## src/verilog/axis_pkg.sv

```systemverilog
package axis_pkg;

    // stream payload widths
    localparam int DATAW = 128;
    localparam int IDW   = 32;
    localparam int DESTW = 4;
    localparam int USERW = 32;

    // PE datapath splits each beat into 32-bit lanes
    localparam int LANEW  = 32;
    localparam int NLANES = 4;

    // switch geometry
    // ports 0..3 feed the PEs, port 4 is the master side
    localparam int NPORTS = 5;
    localparam int NPE    = 4;

    // destination index of the external output
    // anything above this has no port and is dropped at entry
    localparam int OUT_PORT = 4;

endpackage

```

## src/verilog/axis_if.sv

```systemverilog
`timescale 1ns/1ps

interface axis_if import axis_pkg::*; ();

    // valid/ready stream, beat moves when both are high on clk
    logic             tvalid;
    logic             tready;
    logic [DATAW-1:0] tdata;
    logic             tlast;
    logic [DESTW-1:0] tdest;
    // sequence number stamped by the master
    logic [USERW-1:0] tuser;

    // producer side
    modport source (
        output tvalid,
        output tdata,
        output tlast,
        output tdest,
        output tuser,
        input  tready
    );

    // consumer side
    modport sink (
        input  tvalid,
        input  tdata,
        input  tlast,
        input  tdest,
        input  tuser,
        output tready
    );

endinterface

```

## src/verilog/wrapper_pe.sv

```systemverilog
`timescale 1ns/1ps

module wrapper_pe import axis_pkg::*; #(
    parameter int PE_ID = 0
) (
    input  logic   clk,
    input  logic   rst,
    axis_if.sink   rx,
    axis_if.source tx
);

    logic             load;
    logic [DATAW-1:0] result;

    // one register stage, refills while draining
    assign load      = ~tx.tvalid | tx.tready;
    assign rx.tready = load;

    // per lane: x*3 + PE_ID, wraps at 32 bits
    always_comb begin
        for (int l = 0; l < NLANES; l++) begin
            result[l*LANEW +: LANEW] = rx.tdata[l*LANEW +: LANEW] * LANEW'(3)
                                     + LANEW'(PE_ID);
        end
    end

    always_ff @(posedge clk) begin
        if (rst) begin
            tx.tvalid <= 1'b0;
        end else if (load) begin
            tx.tvalid <= rx.tvalid;
        end
    end

    always_ff @(posedge clk) begin
        if (load && rx.tvalid) begin
            tx.tdata <= result;
            // framing and sequence number untouched
            tx.tlast <= rx.tlast;
            tx.tuser <= rx.tuser;
            // results always head for the external output
            tx.tdest <= DESTW'(OUT_PORT);
        end
    end

endmodule

```

## src/flat_wrapper.sv

```systemverilog
// flat-port wrapper written by rule: the top's interface ports become plain ports
module wrapper_pe_flat import axis_pkg::*;
#(
    parameter int PE_ID = 0
)
  (clk, rst, rx_tvalid, rx_tdata, rx_tlast, rx_tdest, rx_tuser, rx_tready, tx_tvalid, tx_tdata, tx_tlast, tx_tdest, tx_tuser, tx_tready);
  axis_if rx_i ();
  axis_if tx_i ();
  input  logic clk;
  input  logic rst;
  input wire logic [$bits(rx_i.tvalid)-1:0] rx_tvalid;
  input wire logic [$bits(rx_i.tdata)-1:0] rx_tdata;
  input wire logic [$bits(rx_i.tlast)-1:0] rx_tlast;
  input wire logic [$bits(rx_i.tdest)-1:0] rx_tdest;
  input wire logic [$bits(rx_i.tuser)-1:0] rx_tuser;
  output wire logic [$bits(rx_i.tready)-1:0] rx_tready;
  output wire logic [$bits(tx_i.tvalid)-1:0] tx_tvalid;
  output wire logic [$bits(tx_i.tdata)-1:0] tx_tdata;
  output wire logic [$bits(tx_i.tlast)-1:0] tx_tlast;
  output wire logic [$bits(tx_i.tdest)-1:0] tx_tdest;
  output wire logic [$bits(tx_i.tuser)-1:0] tx_tuser;
  input wire logic [$bits(tx_i.tready)-1:0] tx_tready;
  assign rx_i.tvalid = rx_tvalid;
  assign rx_i.tdata = rx_tdata;
  assign rx_i.tlast = rx_tlast;
  assign rx_i.tdest = rx_tdest;
  assign rx_i.tuser = rx_tuser;
  assign rx_tready = rx_i.tready;
  assign tx_tvalid = tx_i.tvalid;
  assign tx_tdata = tx_i.tdata;
  assign tx_tlast = tx_i.tlast;
  assign tx_tdest = tx_i.tdest;
  assign tx_tuser = tx_i.tuser;
  assign tx_i.tready = tx_tready;
  wrapper_pe #(.PE_ID(PE_ID)) u_core (.clk(clk), .rst(rst), .rx(rx_i), .tx(tx_i));
endmodule
```

## config.mk

```make
export PLATFORM = sky130hd
export DESIGN_NAME = wrapper_pe_flat
export DESIGN_NICKNAME = d
export VERILOG_FILES = /design/src/verilog/axis_pkg.sv /design/src/verilog/axis_if.sv /design/src/verilog/wrapper_pe.sv /design/src/flat_wrapper.sv
export SDC_FILE = /design/constraint.sdc
export NUM_CORES = 1
export LEC_CHECK = 0
export BUFFER_PORTS_ARGS = -buffer_cell sky130_fd_sc_hd__buf_2
export CORE_MARGIN = 2
export CORE_UTILIZATION = 45
export DETAILED_ROUTE_END_ITERATION = 12
export GPL_TIMING_DRIVEN = 0
export PLACE_DENSITY_LB_ADDON = 0.15
export SKIP_LAST_GASP = 1
export SLEW_MARGIN = 0
export SYNTH_ARGS = -nofsm -noshare
export SYNTH_HDL_FRONTEND = slang
export SYNTH_SLANG_ARGS = --single-unit
export TNS_END_PERCENT = 20
```

## constraint.sdc

```tcl
create_clock -name clk -period 7.4 [get_ports clk]
set_input_delay 1.48 -clock clk [delete_from_list [all_inputs] [get_ports clk]]
set_output_delay 1.48 -clock clk [all_outputs]
set_load 0.02 [all_outputs]
```

==> flow_metrics.tcl <==
set metrics [dict create \
    status "finished, final reports clean" \
    die-area_um2 26300 \
    crit_fanout 4 \
    cts_resized 0 \
    yosys_warnings 0 \
    post_cts_buffers 0 \
    finalHoldViolCount 0 \
    multiInputGateArea_um2 6160 \
    grt_max_degree 70 \
    seq_area_um2 4850 \
    routed_via_density 5.41 \
    ys_async_sr_fraction_pct 0 \
    clkTransAtPathRegs_ps 70 \
    worst_slew_pin_slew_ps 496 \
    rsz0062_at_grt "false" \
    crit_path_end_kind "register" \
    netlist_instances 1051 \
    period_minus_slack_ps 4040 \
    area_delta_synth_final_pct 24.0 \
    fmax_mhz 248 \
    die_y_um 162 \
    place_congestion 0.871 \
    max_slew_margin_pct 66.6 \
    initial_core_util_pct 46.1 \
    power.share.switching_pct 33.2 \
    drive_gt1_share_pct 27.2 \
    routed_wl_um 28000 \
    ioPinCount 336 \
    hold_class "register to register" \
    synth_seq_cells 162 \
    worst_ep_required_time_ps 7540 \
    final.period_utilization_pct 54.6 \
    vias 9421 \
    clock-root-buffer "clkbuf_16" \
    dpl.cell_count 1706 \
    grt_usage_pct 20.8 \
    die_width_um 162 \
    slew_viol_final 0 \
    syn-cell-area_um2 11200 \
    worst_ep_arrival_time_ps 4180 \
    final_common_cell "buf_2" \
    ctsHtreeMaxLevel 4 \
    final_cell_mix "buf_2, edfxtp_1, ha_1" \
    synth_top_area_share_pct 43.0 \
    comb_power_share_pct 31.0 \
    route.antenna.remaining_nets 0 \
    p_leak_nw 6.03 \
    grt_pass1_wl_um 43900 \
    p_clk_share_pct 29.4 \
    final_net_count 1694 \
    ys_top_cells_by_area "edfxtp_1, ha_1, xnor2_1" \
    setup.worst_path.start_class "input port" \
    netSwitchingPower_w 0.000990 \
    port_buffers 327 \
    cts_made_buffers 17 \
    power_density_nw_per_um2 214 \
    cts_hold_buf 0 \
    core_area_um2 24400 \
    clk_path_buf_depth 2 \
    ir_drop_uv 118 \
    post_drt_wl_per_cell_um 16.1 \
    synth_sequential_area_ratio_pct 43.2 \
    power.internal_w 0.00199 \
    cts_tree "done" \
    dp_hpwl_um 22500 \
    fill_cells 2202 \
    drc 0 \
    syn_area_per_cell_um2 10.7 \
    drv_cap 0 \
    grt_pass1_vias 8998 \
    rows 57 \
    path_class "input port to register" \
    fin_tns_setup_ps 0 \
    antenna_found_initial 6 \
    ys.flop_type "edfxtp_1" \
    finalSetupViolations 0 \
    synth_cell_types 74 \
    clock_sinks 162 \
    sequentialPowerShare_pct 39.6 \
    skew_ps 10.9 \
    grt_overflow 0 \
    synth_edf_count 161 \
    clock_latency_ps 420 \
    fin_cells 1741 \
    firstDrtPassIters 5 \
    drtIter0Drc 479 \
    synth.largest_area_cell "edfxtp_1" \
]
cell families (layout without fill, tap and decap cells):
kind of cell | Yosys count | in the layout | synth area share, %
other | 2 | 7 | 0.0668
DFF | 162 | 162 | 43.2
buffers and inverters | 55 | 416 | 2.05
and+or+nand+nor | 222 | 222 | 9.72
AOI/OAI and AO/OA | 377 | 377 | 22.4
adders and majority gates | 124 | 124 | 14.1
xor gates and xnor gates | 109 | 109 | 8.50
cell type report:
type                    count  area share [%]
plain buffers              30           0.979
multi-input cells         836            44.2
diodes                      3          0.0539
clock buffers              18            3.08
repair buffers            329            12.1
clock inverters            14            1.06
well taps                 324            2.91
inverters                  25           0.674
flip-flops and latches    162            34.9
Yosys cell counts, drive strengths merged, types with 8 or more instances:
master and number:
inv 25, a21o 54, clkbuf 24, nor3 14
o31ai 8, nand3 22, o21bai 13, o211ai 9
a211oi 23, o21a 15, a21oi 117, nand2b 12
o21ai 73, nor2 64, xnor2 70, xor2 39
and3 8, edfxtp 161, nor2b 12, nand4 14
ha 120, nand2 53
power by group through the flow:
| stage | combinational [W] | clock (W) | sequential, W |
|---|---|---|---|
| final | 0.000923 | 0.000877 | 0.00118 |
| after global routing | 0.00101 | 0.000932 | 0.00119 |
| after CTS | 0.000924 | 0.000902 | 0.00118 |
| after detailed placement | 0.000920 | 0 | 0.00120 |
| after global placement | 0.000903 | 0 | 0.00121 |
| after floorplan | 0.000503 | 0 | 0.00135 |
state kept, by name, indices dropped and copies added, names as in the netlist:
signal and flops:
u_core.tx.tdata 128, u_core.tx.tuser 32, u_core.tx.tvalid 1, u_core.tx.tlast 1
routing by layer:
layer  part of all wire, %  vias to the layer above  global-route usage, %  routed length [um]
li1                      -                     4762                      -                   -
met1                    44                     4342                   26.2               12200
met2                    49                      285                   36.3               13600
met5                  0.14                        -                      0                  38
met3                   6.2                       26                   4.37                1740
met4                   1.2                        6                   5.59                 346
metrics by stage:
stage	utilization (%)	total power, W	worst slack (ps)	area [um^2]	hold WS, ps
6_report	57.1	0.00298	3360	13900	540
5_1_grt	57.1	0.00314	3210	13900	560
4_1_cts	57.1	0.00301	3400	13900	547
3_5_place_dp	54.7	0.00212	2940	13300	535
3_3_place_gp	54.5	0.00211	-207	13300	505
2_1_floorplan	-	0.00185	1400	11200	729
final timing paths:
check,startpoint,endpoint,slack (ps),depth (start not counted)
setup / recovery,rx_tdata[33],u_core.tx.tdata[57]$_DFFE_PP_,3360,11
hold / removal,u_core.tx.tvalid$_SDFFE_PP0N_,u_core.tx.tvalid$_SDFFE_PP0N_,540,2
setup reg to reg,u_core.tx.tvalid$_SDFFE_PP0N_,u_core.tx.tuser[29]$_DFFE_PP_,5420,4
hold reg to reg,u_core.tx.tvalid$_SDFFE_PP0N_,u_core.tx.tvalid$_SDFFE_PP0N_,540,2
worst max-delay path, stage by stage:
cell     delay [ps]
buf_2           120
ha_1            220
fa_1            410
a21o_1          210
a21oi_2         170
nor2b_1          90
o311a_1         420
a31o_1          280
a31oi_1         430
o41ai_1         170
xor2_1          180
Note: power is estimated with default switching activity, not from simulation.
