### config.mk
export PLATFORM = sky130hd
export DESIGN_NAME = master_module_flat
export DESIGN_NICKNAME = d
export VERILOG_FILES = /design/src/verilog/axis_pkg.sv /design/src/verilog/axis_if.sv /design/src/verilog/master_module.sv /design/src/flat_wrapper.sv
export SDC_FILE = /design/constraint.sdc
export NUM_CORES = 1
export LEC_CHECK = 0
export BUFFER_PORTS_ARGS = -buffer_cell sky130_fd_sc_hd__buf_2
export CAP_MARGIN = 20
export CORE_ASPECT_RATIO = 1.25
export CORE_UTILIZATION = 43
export CTS_CLUSTER_SIZE = 40
export DETAILED_ROUTE_END_ITERATION = 8
export PLACE_DENSITY = 0.85
export SLEW_MARGIN = 20
export SYNTH_ARGS = -nofsm -noshare
export SYNTH_HDL_FRONTEND = slang
export SYNTH_SLANG_ARGS = --single-unit
### constraint.sdc
create_clock -name clk -period 8.3 [get_ports clk]
set_clock_uncertainty 0.15 [all_clocks]
set_input_delay 0.83 -clock clk [delete_from_list [all_inputs] [get_ports clk]]
set_output_delay 0.83 -clock clk [all_outputs]
set_load 0.02 [all_outputs]
### src/verilog/axis_pkg.sv
package axis_pkg;

    // stream payload widths
    localparam int DATAW = 128;
    localparam int IDW   = 32;
    localparam int DESTW = 4;
    localparam int USERW = 32;

    // PE datapath splits each beat into 32-bit lanes
    localparam int LANEW  = 32;
    localparam int NLANES = 4;

    // switch geometry
    // ports 0..3 feed the PEs, port 4 is the master side
    localparam int NPORTS = 5;
    localparam int NPE    = 4;

    // destination index of the external output
    // anything above this has no port and is dropped at entry
    localparam int OUT_PORT = 4;

endpackage

### src/verilog/axis_if.sv
`timescale 1ns/1ps

interface axis_if import axis_pkg::*; ();

    // valid/ready stream, beat moves when both are high on clk
    logic             tvalid;
    logic             tready;
    logic [DATAW-1:0] tdata;
    logic             tlast;
    logic [DESTW-1:0] tdest;
    // sequence number stamped by the master
    logic [USERW-1:0] tuser;

    // producer side
    modport source (
        output tvalid,
        output tdata,
        output tlast,
        output tdest,
        output tuser,
        input  tready
    );

    // consumer side
    modport sink (
        input  tvalid,
        input  tdata,
        input  tlast,
        input  tdest,
        input  tuser,
        output tready
    );

endinterface

### src/verilog/master_module.sv
`timescale 1ns/1ps

module master_module import axis_pkg::*; (
    input  logic             clk,
    input  logic             rst,
    input  logic             rx_tvalid,
    input  logic             rx_tlast,
    output logic             rx_tready,
    input  logic [DATAW-1:0] rx_tdata,
    input  logic [DESTW-1:0] rx_tdest,
    axis_if.source           tx,
    output logic [15:0]      drop_count
);

    // framing state
    logic mid_pkt;
    logic drop_hold;
    logic drop_beat;
    logic tx_free;
    logic rx_fire;
    logic [USERW-1:0] seq_num;

    // drop decision taken on the first beat, held until tlast
    assign drop_beat = mid_pkt ? drop_hold : (rx_tdest > DESTW'(OUT_PORT));

    // single output register, free when empty or draining
    assign tx_free = ~tx.tvalid | tx.tready;

    // discarded beats are sunk without waiting on the switch
    assign rx_tready = drop_beat | tx_free;
    assign rx_fire   = rx_tvalid & rx_tready;

    always_ff @(posedge clk) begin
        if (rst) begin
            mid_pkt   <= 1'b0;
            drop_hold <= 1'b0;
        end else if (rx_fire) begin
            mid_pkt   <= ~rx_tlast;
            drop_hold <= drop_beat;
        end
    end

    // counters move once per packet, at tlast
    // dropped packets never take a sequence number
    always_ff @(posedge clk) begin
        if (rst) begin
            seq_num    <= '0;
            drop_count <= '0;
        end else if (rx_fire && rx_tlast) begin
            if (drop_beat) begin
                drop_count <= drop_count + 16'd1;
            end else begin
                seq_num <= seq_num + 1'b1;
            end
        end
    end

    always_ff @(posedge clk) begin
        if (rst) begin
            tx.tvalid <= 1'b0;
        end else if (tx_free) begin
            tx.tvalid <= rx_tvalid & ~drop_beat;
        end
    end

    // payload, loaded only for forwarded beats
    always_ff @(posedge clk) begin
        if (tx_free && rx_tvalid && !drop_beat) begin
            tx.tdata <= rx_tdata;
            tx.tlast <= rx_tlast;
            tx.tdest <= rx_tdest;
            // whole packet carries the same number
            tx.tuser <= seq_num;
        end
    end

endmodule

### src/flat_wrapper.sv
// flat-port wrapper written by rule: the top's interface ports become plain ports
module master_module_flat import axis_pkg::*;
  (clk, rst, rx_tvalid, rx_tlast, rx_tready, rx_tdata, rx_tdest, drop_count, tx_tvalid, tx_tdata, tx_tlast, tx_tdest, tx_tuser, tx_tready);
  axis_if tx_i ();
  input  logic clk;
  input  logic rst;
  input  logic rx_tvalid;
  input  logic rx_tlast;
  output logic rx_tready;
  input  logic [DATAW-1:0] rx_tdata;
  input  logic [DESTW-1:0] rx_tdest;
  output logic [15:0] drop_count;
  output wire logic [$bits(tx_i.tvalid)-1:0] tx_tvalid;
  output wire logic [$bits(tx_i.tdata)-1:0] tx_tdata;
  output wire logic [$bits(tx_i.tlast)-1:0] tx_tlast;
  output wire logic [$bits(tx_i.tdest)-1:0] tx_tdest;
  output wire logic [$bits(tx_i.tuser)-1:0] tx_tuser;
  input wire logic [$bits(tx_i.tready)-1:0] tx_tready;
  assign tx_tvalid = tx_i.tvalid;
  assign tx_tdata = tx_i.tdata;
  assign tx_tlast = tx_i.tlast;
  assign tx_tdest = tx_i.tdest;
  assign tx_tuser = tx_i.tuser;
  assign tx_i.tready = tx_tready;
  master_module u_core (.clk(clk), .rst(rst), .rx_tvalid(rx_tvalid), .rx_tlast(rx_tlast), .rx_tready(rx_tready), .rx_tdata(rx_tdata), .rx_tdest(rx_tdest), .tx(tx_i), .drop_count(drop_count));
endmodule
==> metrics.md, run 1 <==
| Metric | Value |
|---|---|
| Status | completed |
| Final setup fails | 0 |
| GRT busiest layer | met2 |
| Max Freq | 272 MHz |
| #FFs+latches synth | between 200 and 250 |
| Static leakage | 0.00411 uW |
| CTS tree | built |
| Wire per inst | 18.7 um |
| Grt total ovfl | 0 |
| Htree depth | 1 |
| Num CTS Buffers | 22 |
| Vias in the first global route | 4969 |
| Clk_lat worst skew | 0.49 ns |
| GRT met2 Usage | 0.335 |
| RSZ-0062 raised after global routing | no |
| Max cap viols | 0 |
| Critical Path Fanout Max | 84 |
| Vias per cell | 5.03 |
| # fillers | 1413 |
| Routed WL | 19.8 mm |
| DR pass1 iterations | 5 |
| Largest net degree at the start of global routing | 85 |
| Starting Density | 0.439 |
| Number of distinct library cells after synthesis | 41 |
| Synth Cell Area | 7660 um2 |
| Die footprint | about 18000 um2 |
| Area grow syn2layout | 33.2% |
| Post-DP HPWL | 14.4 mm |
| Total track usage | 0.205 |
| Yosys top cell area share | 0.647 |
| WHS Path Cells | 0 |
| Post-Synthesis Cells | 486 |
| Port-buffer cells | 319 |
| Number of synthesized flops with an enable pin | 165 |
| Core footprint | 17400 um2 |
| Die height | around 150 um |
| M1 GR Usage | 0.236 |
| Worst-path clk slew | ~0.06 ns |
| Largest area contributor in the netlist | edfxtp_1 |
| Rows | 54 |
| Period minus WS final | 3.68 ns |
| Crit path capture type | flip-flop |
| Cell Count, Final, Fillers Out | between 1000 and 1500 |
| Top post-synthesis cells by area | edfxtp_1 65%, dfxtp_1 13%, mux2_2 3.1% |
| GR Layer Usage met3 | 0.0889 |
| I/O pin count | 320 |
| Placer Congestion | 0.868 |
| Post-synth ARST share | 0 |
| CP arrival | 3.63 ns |
| Worst setup startpoint | u_core.mid_pkt |
| Layout cells sized above 1 | 0.466 |
| Drt drc | 0 |
| Cts hold-fix bufs | 0 |
| Min-delay src | u_core.seq_num[31] |
| Register area | 5980 um2 |
| Worst Setup Path Type | reg2reg |
| Final #Nets | about 960 |
| Syn_area_per_cell | 15.8 um2 |
| Global-route wire length before repair | around 28 mm |
| Worst hold path class | reg2reg |
| Register area share after synthesis | 0.780 |
| Total Power | 2360 uW |
| Clk buf depth | 3 |
| Die Wd | 121 um |
| Postcts setup bufs | 0 |
| Final WS setup | about 4.6 ns |
| Total number of vias | 5312 |
| Fin. max-slew vios | 0 |
| CP required | slightly above 8 ns |
| Antenna viol nets, final | 0 |
| Most frequent cells in the layout | 319 x buf_2, 165 x edfxtp_1, 51 x dfxtp_1 |
| Final core occ | 0.585 |
| Dpl ws | 4.18 ns |
| Multi-input logic area | 1580 um2 |
| Reg2reg start | u_core.mid_pkt |
| Relative slew slack | 0.284 |
| Initial antenna violation count | 2 |
| Most common cell after layout, fill and taps aside | buf_2 |
| # clock sinks | roughly 220 |
| Worst r2r path cells | 5 |
| Syn Nets | 625 |
| Yosys warns | 0 |
| Crit path launch type | flip-flop |
| Worst VDD drop | roughly 0.16 mV |
| Ys flop type | edfxtp_1 |
| Final hold vios | 0 |
| Total negative slack | 0 ns |
| DP Cell Count | 1016 |
| Power per cell area | roughly 230 nW/um2 |
| DR iter-0 viols | 424 |
| Clock root cell | clkbuf_16 |
| Post-cts resize count | 0 |
| Worst-Margin Slew | 1.07 ns |
| Final Cycle Share | 0.443 |
## power by group
part / leakage, uW / switching [uW] / total [uW] / internal (uW)
Clock: 0.000352 / 393 / 956 / 563
Sequential: 0.00198 / 12.4 / 1230 / 1210
Combinational: 0.00178 / 125 / 181 / 55.8
Total: 0.00411 / 531 / 2360 / 1830
## cells by family after synthesis
| logic type | after synthesis | synth area share |
|---|---|---|
| compound gates | 57 | 0.0459 |
| xor+xnor | 3 | 0.00343 |
| fa+ha+maj | 2 | 0.00327 |
| buf+inv | 25 | 0.0142 |
| flops | 216 | 0.780 |
| mux | 24 | 0.0368 |
| simple gates | 159 | 0.116 |
## final timing paths
check	slack, ns	endpoint
min reg2reg	0.31	u_core.tx.tuser[31]
max	4.62	u_core.tx.tdata[40]
max reg2reg	4.62	u_core.tx.tdata[40]
min	0.31	u_core.tx.tuser[31]
## state kept, by name, indices dropped and copies added (netlist names)
| signal | flops |
|---|---|
| u_core.drop_count | 16 |
| u_core.drop_hold | 1 |
| u_core.mid_pkt | 1 |
| u_core.seq_num | 32 |
| u_core.tx.tdata | 128 |
| u_core.tx.tdest | 4 |
| u_core.tx.tlast | 1 |
| u_core.tx.tuser | 32 |
| u_core.tx.tvalid | 1 |
## worst max-delay path, cell delays in order (launching register included)
cell	delay [ns]
dfxtp_1	0.47
mux2i_4	0.34
o211ai_4	0.34
nor2_4	0.16
buf_4	0.75
buf_4	0.91
## area by class of cell
| cell class | instances | area share |
|---|---|---|
| sequential | 216 | 0.586 |
| inverter | 9 | 0.00331 |
| tap | 224 | 0.0275 |
| timing repair buffer | 322 | 0.159 |
| clock buffer | 29 | 0.0616 |
| clock inverter | 10 | 0.00748 |
| antenna | 2 | 0.000491 |
| multi-input combinational | 245 | 0.155 |
## through the flow
stage | hold WS, ns | cell area, um2
4_1_cts | 0.306 | 10200
5_1_grt | 0.322 | 10200
3_5_place_dp | 0.283 | 9490
2_1_floorplan | 0.273 | 7660
6_report | 0.313 | 10200
3_3_place_gp | 0.277 | 9490
## per-layer routing
| metal | part of all wire | vias to the layer above | wire, um |
|---|---|---|---|
| met4 | 0.024 | 0 | 469 |
| met3 | 0.12 | 30 | 2330 |
| met5 | 0 | - | 0 |
| met1 | 0.36 | 2531 | 7150 |
| met2 | 0.50 | 231 | 9820 |
| li1 | - | 2520 | - |
## cells in the mapped netlist, types with 5 or more instances
cell type	number
or4_1	9
and4_1	9
inv_1	9
nor3_1	8
o21ai_0	15
clkbuf_1	9
nand3_1	16
nor4_1	15
or3_1	10
nor2b_1	23
a21oi_1	24
dfxtp_1	51
o31ai_1	8
and3_1	5
nor2_1	33
nand4_1	7
edfxtp_1	165
nand2_1	15
mux2_2	21
Note: power is estimated with default switching activity, not from simulation.
==> inputs of run 2 (changes only) <==
--- a/config.mk
+++ b/config.mk
@@ -5,10 +5,11 @@
 export SDC_FILE = /design/constraint.sdc
 export NUM_CORES = 1
 export LEC_CHECK = 0
+export ABC_AREA = 1
 export BUFFER_PORTS_ARGS = -buffer_cell sky130_fd_sc_hd__buf_2
 export CAP_MARGIN = 20
 export CORE_ASPECT_RATIO = 1.25
-export CORE_UTILIZATION = 43
+export CORE_UTILIZATION = 44
 export CTS_CLUSTER_SIZE = 40
 export DETAILED_ROUTE_END_ITERATION = 8
 export PLACE_DENSITY = 0.85
==> constraint.sdc (replaced) <==
create_clock -name clk -period 3 [get_ports clk]
set_clock_uncertainty 0.15 [all_clocks]
set_input_delay 0.3 -clock clk [delete_from_list [all_inputs] [get_ports clk]]
set_output_delay 0.3 -clock clk [all_outputs]
set_load 0.02 [all_outputs]
==> metrics.md, run 2 <==
| Metric | Value |
|---|---|
| Status | completed (unchanged) |
| Worst-Margin Slew | 0.759 ns (was 1.07 ns) |
| Final setup fails | 0 (unchanged) |
| Yosys top cell area share | 0.612 (was 0.647) |
| Most used cell along the critical path | nand2_1 (was buf_4) |
| Cts hold-fix bufs | 135 (was 0) |
| Syn_area_per_cell | 11.9 um2 (was 15.8 um2) |
| Antenna viol nets, final | 0 (unchanged) |
| Postcts setup bufs | 0 (unchanged) |
| Yosys warns | 0 (unchanged) |
| Most common cell after layout, fill and taps aside | buf_2 (unchanged) |
| Switch share | 0.219 (was 0.225) |
| Final Cycle Share | 0.732 |
| Vias in the first global route | 6617 (was 4969) |
| Clock power share | 0.420 (was 0.404) |
| CP arrival | 2.17 ns (was 3.63 ns) |
| Layout cells sized above 1 | 0.337 (was 0.466) |
| Max cap viols | 0 (unchanged) |
| RSZ-0062 raised after global routing | no (unchanged) |
| Routed WL | 24.4 mm (was 19.8 mm) |
| Crit path launch type | primary input (was flip-flop) |
| CTS tree | built (unchanged) |
| Num CTS Buffers | 22 (unchanged) |
| Port-buffer cells | 319 (unchanged) |
| Number of synthesized flops with an enable pin | 165 (unchanged) |
| Rows | 55 (was 54) |
| Most frequent cells in the layout | 319 x buf_2, 199 x nand2_1, 165 x edfxtp_1 (was 319 x buf_2, 165 x edfxtp_1, 51 x dfxtp_1) |
| Pint | 5360 uW (was 1830 uW) |
| Total negative slack | 0 ns (unchanged) |
| Post-cts resize count | 0 (unchanged) |
| Total number of vias | 6818 (was 5312) |
| Number of distinct library cells after synthesis | 30 (was 41) |
| # clock sinks | 216 (unchanged) |
| Vias per cell | 4.87 (was 5.03) |
| Static leakage | 0.00483 uW (was 0.00411 uW) |
| Largest net degree at the start of global routing | 108 (was 85) |
| Clk buf depth | 3 (unchanged) |
| Die height | 154 um (was 151 um) |
| Crit path capture type | flip-flop (unchanged) |
| Area grow syn2layout | 49.5% (was 33.2%) |
| DR pass1 iterations | 5 (unchanged) |
| CP required | 2.97 ns (was 8.25 ns) |
| Worst VDD drop | 0.473 mV (was 0.161 mV) |
| Worst Setup Path Type | in2reg (was reg2reg) |
| CP delay by family, top | buffers and inverters (unchanged) |
| Logic pwr share | 0.087 (was 0.076) |
| Max Freq | approximately 460 MHz |
| Post-Synthesis Cells | 683 (was 486) |
| Dpl ws | 0.871 ns (was 4.18 ns) |
| DR iter-0 viols | 618 (was 424) |
| Clk_lat worst skew | 0.49 ns (about the same) |
| Core footprint | 18000 um2 (was 17400 um2) |
| Fin. max-slew vios | 0 (unchanged) |
| Htree depth | 1 (unchanged) |
| Grt total ovfl | 0 (unchanged) |
| Final WS setup | 0.804 ns (was 4.62 ns) |
| Global-route wire length before repair | 35.4 mm (was 28.2 mm) |
| RR Endpoint | u_core.tx.tdata[15] (was u_core.tx.tdata[40]) |
| Psw | 1510 uW (was 531 uW) |
| Die footprint | 18900 um2 (was 18300 um2) |
| FF-to-FF setup slack | 1.06 ns (was 4.62 ns) |
| Final hold vios | 0 (unchanged) |
| CP peak stage delay | 0.57 ns (was 0.91 ns) |
| Period minus WS final | roughly 2.2 ns |
| Register area share after synthesis | 0.738 (was 0.780) |
| # fillers | 1294 (was 1413) |
| Total track usage | 0.251 (was 0.205) |
| Starting Density | 0.449 (was 0.439) |
| Largest area contributor in the netlist | edfxtp_1 (unchanged) |
| DP Cell Count | 1222 (was 1016) |
| Slowest CP cell | buf_4 (unchanged) |
| Relative slew slack | 0.494 (was 0.284) |
| Post-synth ARST share | 0 (unchanged) |
| Wire per inst | 17.4 um (was 18.7 um) |
| Flop pwr share | 0.493 (was 0.519) |
| Top Registers | u_core.tx.tdata x128, u_core.seq_num x32, u_core.tx.tuser x32 (unchanged) |
| Worst Hold Path EP | u_core.drop_hold (was u_core.tx.tuser[31]) |
| Worst-path clk slew | 0.06 ns (about the same) |
| Cell Count, Final, Fillers Out | 1399 (was 1057) |
| Ys flop type | edfxtp_1 (unchanged) |
| Min-delay src | rst (was u_core.seq_num[31]) |
| Critical Path Fanout Max | 59 (was 84) |
| Cell count along the critical path | 8 (was 5) |
| Worst r2r path cells | 6 (was 5) |
| Clock root cell | clkbuf_16 (unchanged) |
| Reg2reg start | u_core.mid_pkt (unchanged) |
| Most flops, register | u_core.tx.tdata (unchanged) |
| Syn Nets | 822 (was 625) |
| Power per cell area | 568 nW/um2 (was 232 nW/um2) |
| Final core occ | 0.671 (was 0.585) |
| Initial antenna violation count | 1 (was 2) |
| Hold WS | 0.101 ns (was 0.313 ns) |
| Top post-synthesis cells by area | edfxtp_1 61%, dfxtp_1 13%, nand2_1 9.2% (was edfxtp_1 65%, dfxtp_1 13%, mux2_2 3.1%) |
| Final #Nets | 1292 (was 955) |
| Worst hold path class | in2reg (was reg2reg) |
| Drt drc | 0 (unchanged) |
| Post-DP HPWL | 15.8 mm (was 14.4 mm) |
| WP buf/inv | 4 (was 2) |
| WHS Path Cells | 2 (was 0) |
| Placer Congestion | 0.947 (was 0.868) |
| I/O pin count | 320 (unchanged) |
| Post-synth top cells | 199 x nand2_1, 165 x edfxtp_1, 78 x nor2_1, 51 x dfxtp_1, 40 x a21oi_1 (was 165 x edfxtp_1, 51 x dfxtp_1, 33 x nor2_1, 24 x a21oi_1, 23 x nor2b_1) |
| Cell Chain, Critical Path | dlygate4sd3_1 > buf_2 > o21ai_1 > nand2_1 > nand2_2 > nand2_1 > clkinvlp_4 > buf_4 (was mux2i_4 > o211ai_4 > nor2_4 > buf_4 > buf_4) |
| #FFs+latches synth | 216 (unchanged) |
| Most frequent cell after synthesis | nand2_1 (was edfxtp_1) |
| Synth Cell Area | 8100 um2 (was 7660 um2) |
| Largest register FFs | 128 (unchanged) |
| Die Wd | 123 um (was 121 um) |
run 2: changes by cell type in the layout (fill, tap and decap cells not counted), moves of 15 or more:
cell / before / now
dlygate4sd3_1: 0 / 135
nor2_1: 32 / 77
nor4_1: 15 / 0
nand2_1: 15 / 199
inv_1: 9 / 36
mux2_2: 21 / 0
a21oi_1: 24 / 40
nor2b_1: 23 / 0
run 2: cell families (layout without fill, tap and decap cells):
kind of cell,Yosys count,count (layout),share of synthesized area
xor gates and xnor gates,17,17,0.0184
DFF,216,216,0.738
buffers and inverters,53,539,0.0258
and+or+nand+nor,343,343,0.181
other,0,2,0
AOI/OAI and AO/OA,52,52,0.0340
adders and majority gates,2,2,0.00309
run 2: final cells by class:
class / count / area (um2) / share of cell area
inverters: 40 / 154 / 0.0127
clock buffers: 28 / 594 / 0.0491
flip-flops and latches: 216 / 5980 / 0.494
well taps: 228 / 285 / 0.0236
repair buffers: 459 / 3000 / 0.248
clock inverters: 12 / 175 / 0.0145
multi-input cells: 414 / 1910 / 0.158
diodes: 2 / 5.00 / 0.000413
run 2: power groups by stage:
| stage | Sequential, uW | Combinational, uW | Clock [uW] |
|---|---|---|---|
| 5_1_grt | 3390 | 635 | 3060 |
| 2_1_floorplan | 3580 | 86.9 | 0 |
| 4_1_cts | 3380 | 592 | 2940 |
| 3_5_place_dp | 3440 | 449 | 0 |
| 6_report | 3390 | 600 | 2890 |
| 3_3_place_gp | 3440 | 437 | 0 |
run 2: how the worst max path moves through the flow:
stage | start | endpoint | slack [ns]
2_1_floorplan | u_core.tx.tvalid | u_core.tx.tdata[0] | -0.65
3_3_place_gp | rx_tdest[0] | u_core.seq_num[17] | 0.96
3_5_place_dp | rx_tdest[0] | u_core.tx.tdata[15] | 0.87
4_1_cts | rx_tdest[0] | u_core.tx.tdata[91] | 0.85
5_1_grt | rx_tdest[0] | u_core.seq_num[17] | 0.63
6_report | rx_tdest[0] | u_core.tx.tdata[15] | 0.80
run 2: routing by layer:
layer / share of wire / track usage / up-vias
met5: 0 / 0 / -
met4: 0.042 / 0.110 / 0
met3: 0.090 / 0.0453 / 58
met2: 0.50 / 0.444 / 329
met1: 0.37 / 0.294 / 3191
li1: - / - / 3240
run 2: metrics by stage:
| stage | instance area (um2) | total power (uW) |
|---|---|---|
| finish | 12100 | 6870 |
| CTS | 12100 | 6910 |
| global route | 12100 | 7090 |
| detailed placement | 9980 | 3890 |
| global placement | 9980 | 3880 |
| floorplan | 8110 | 3670 |
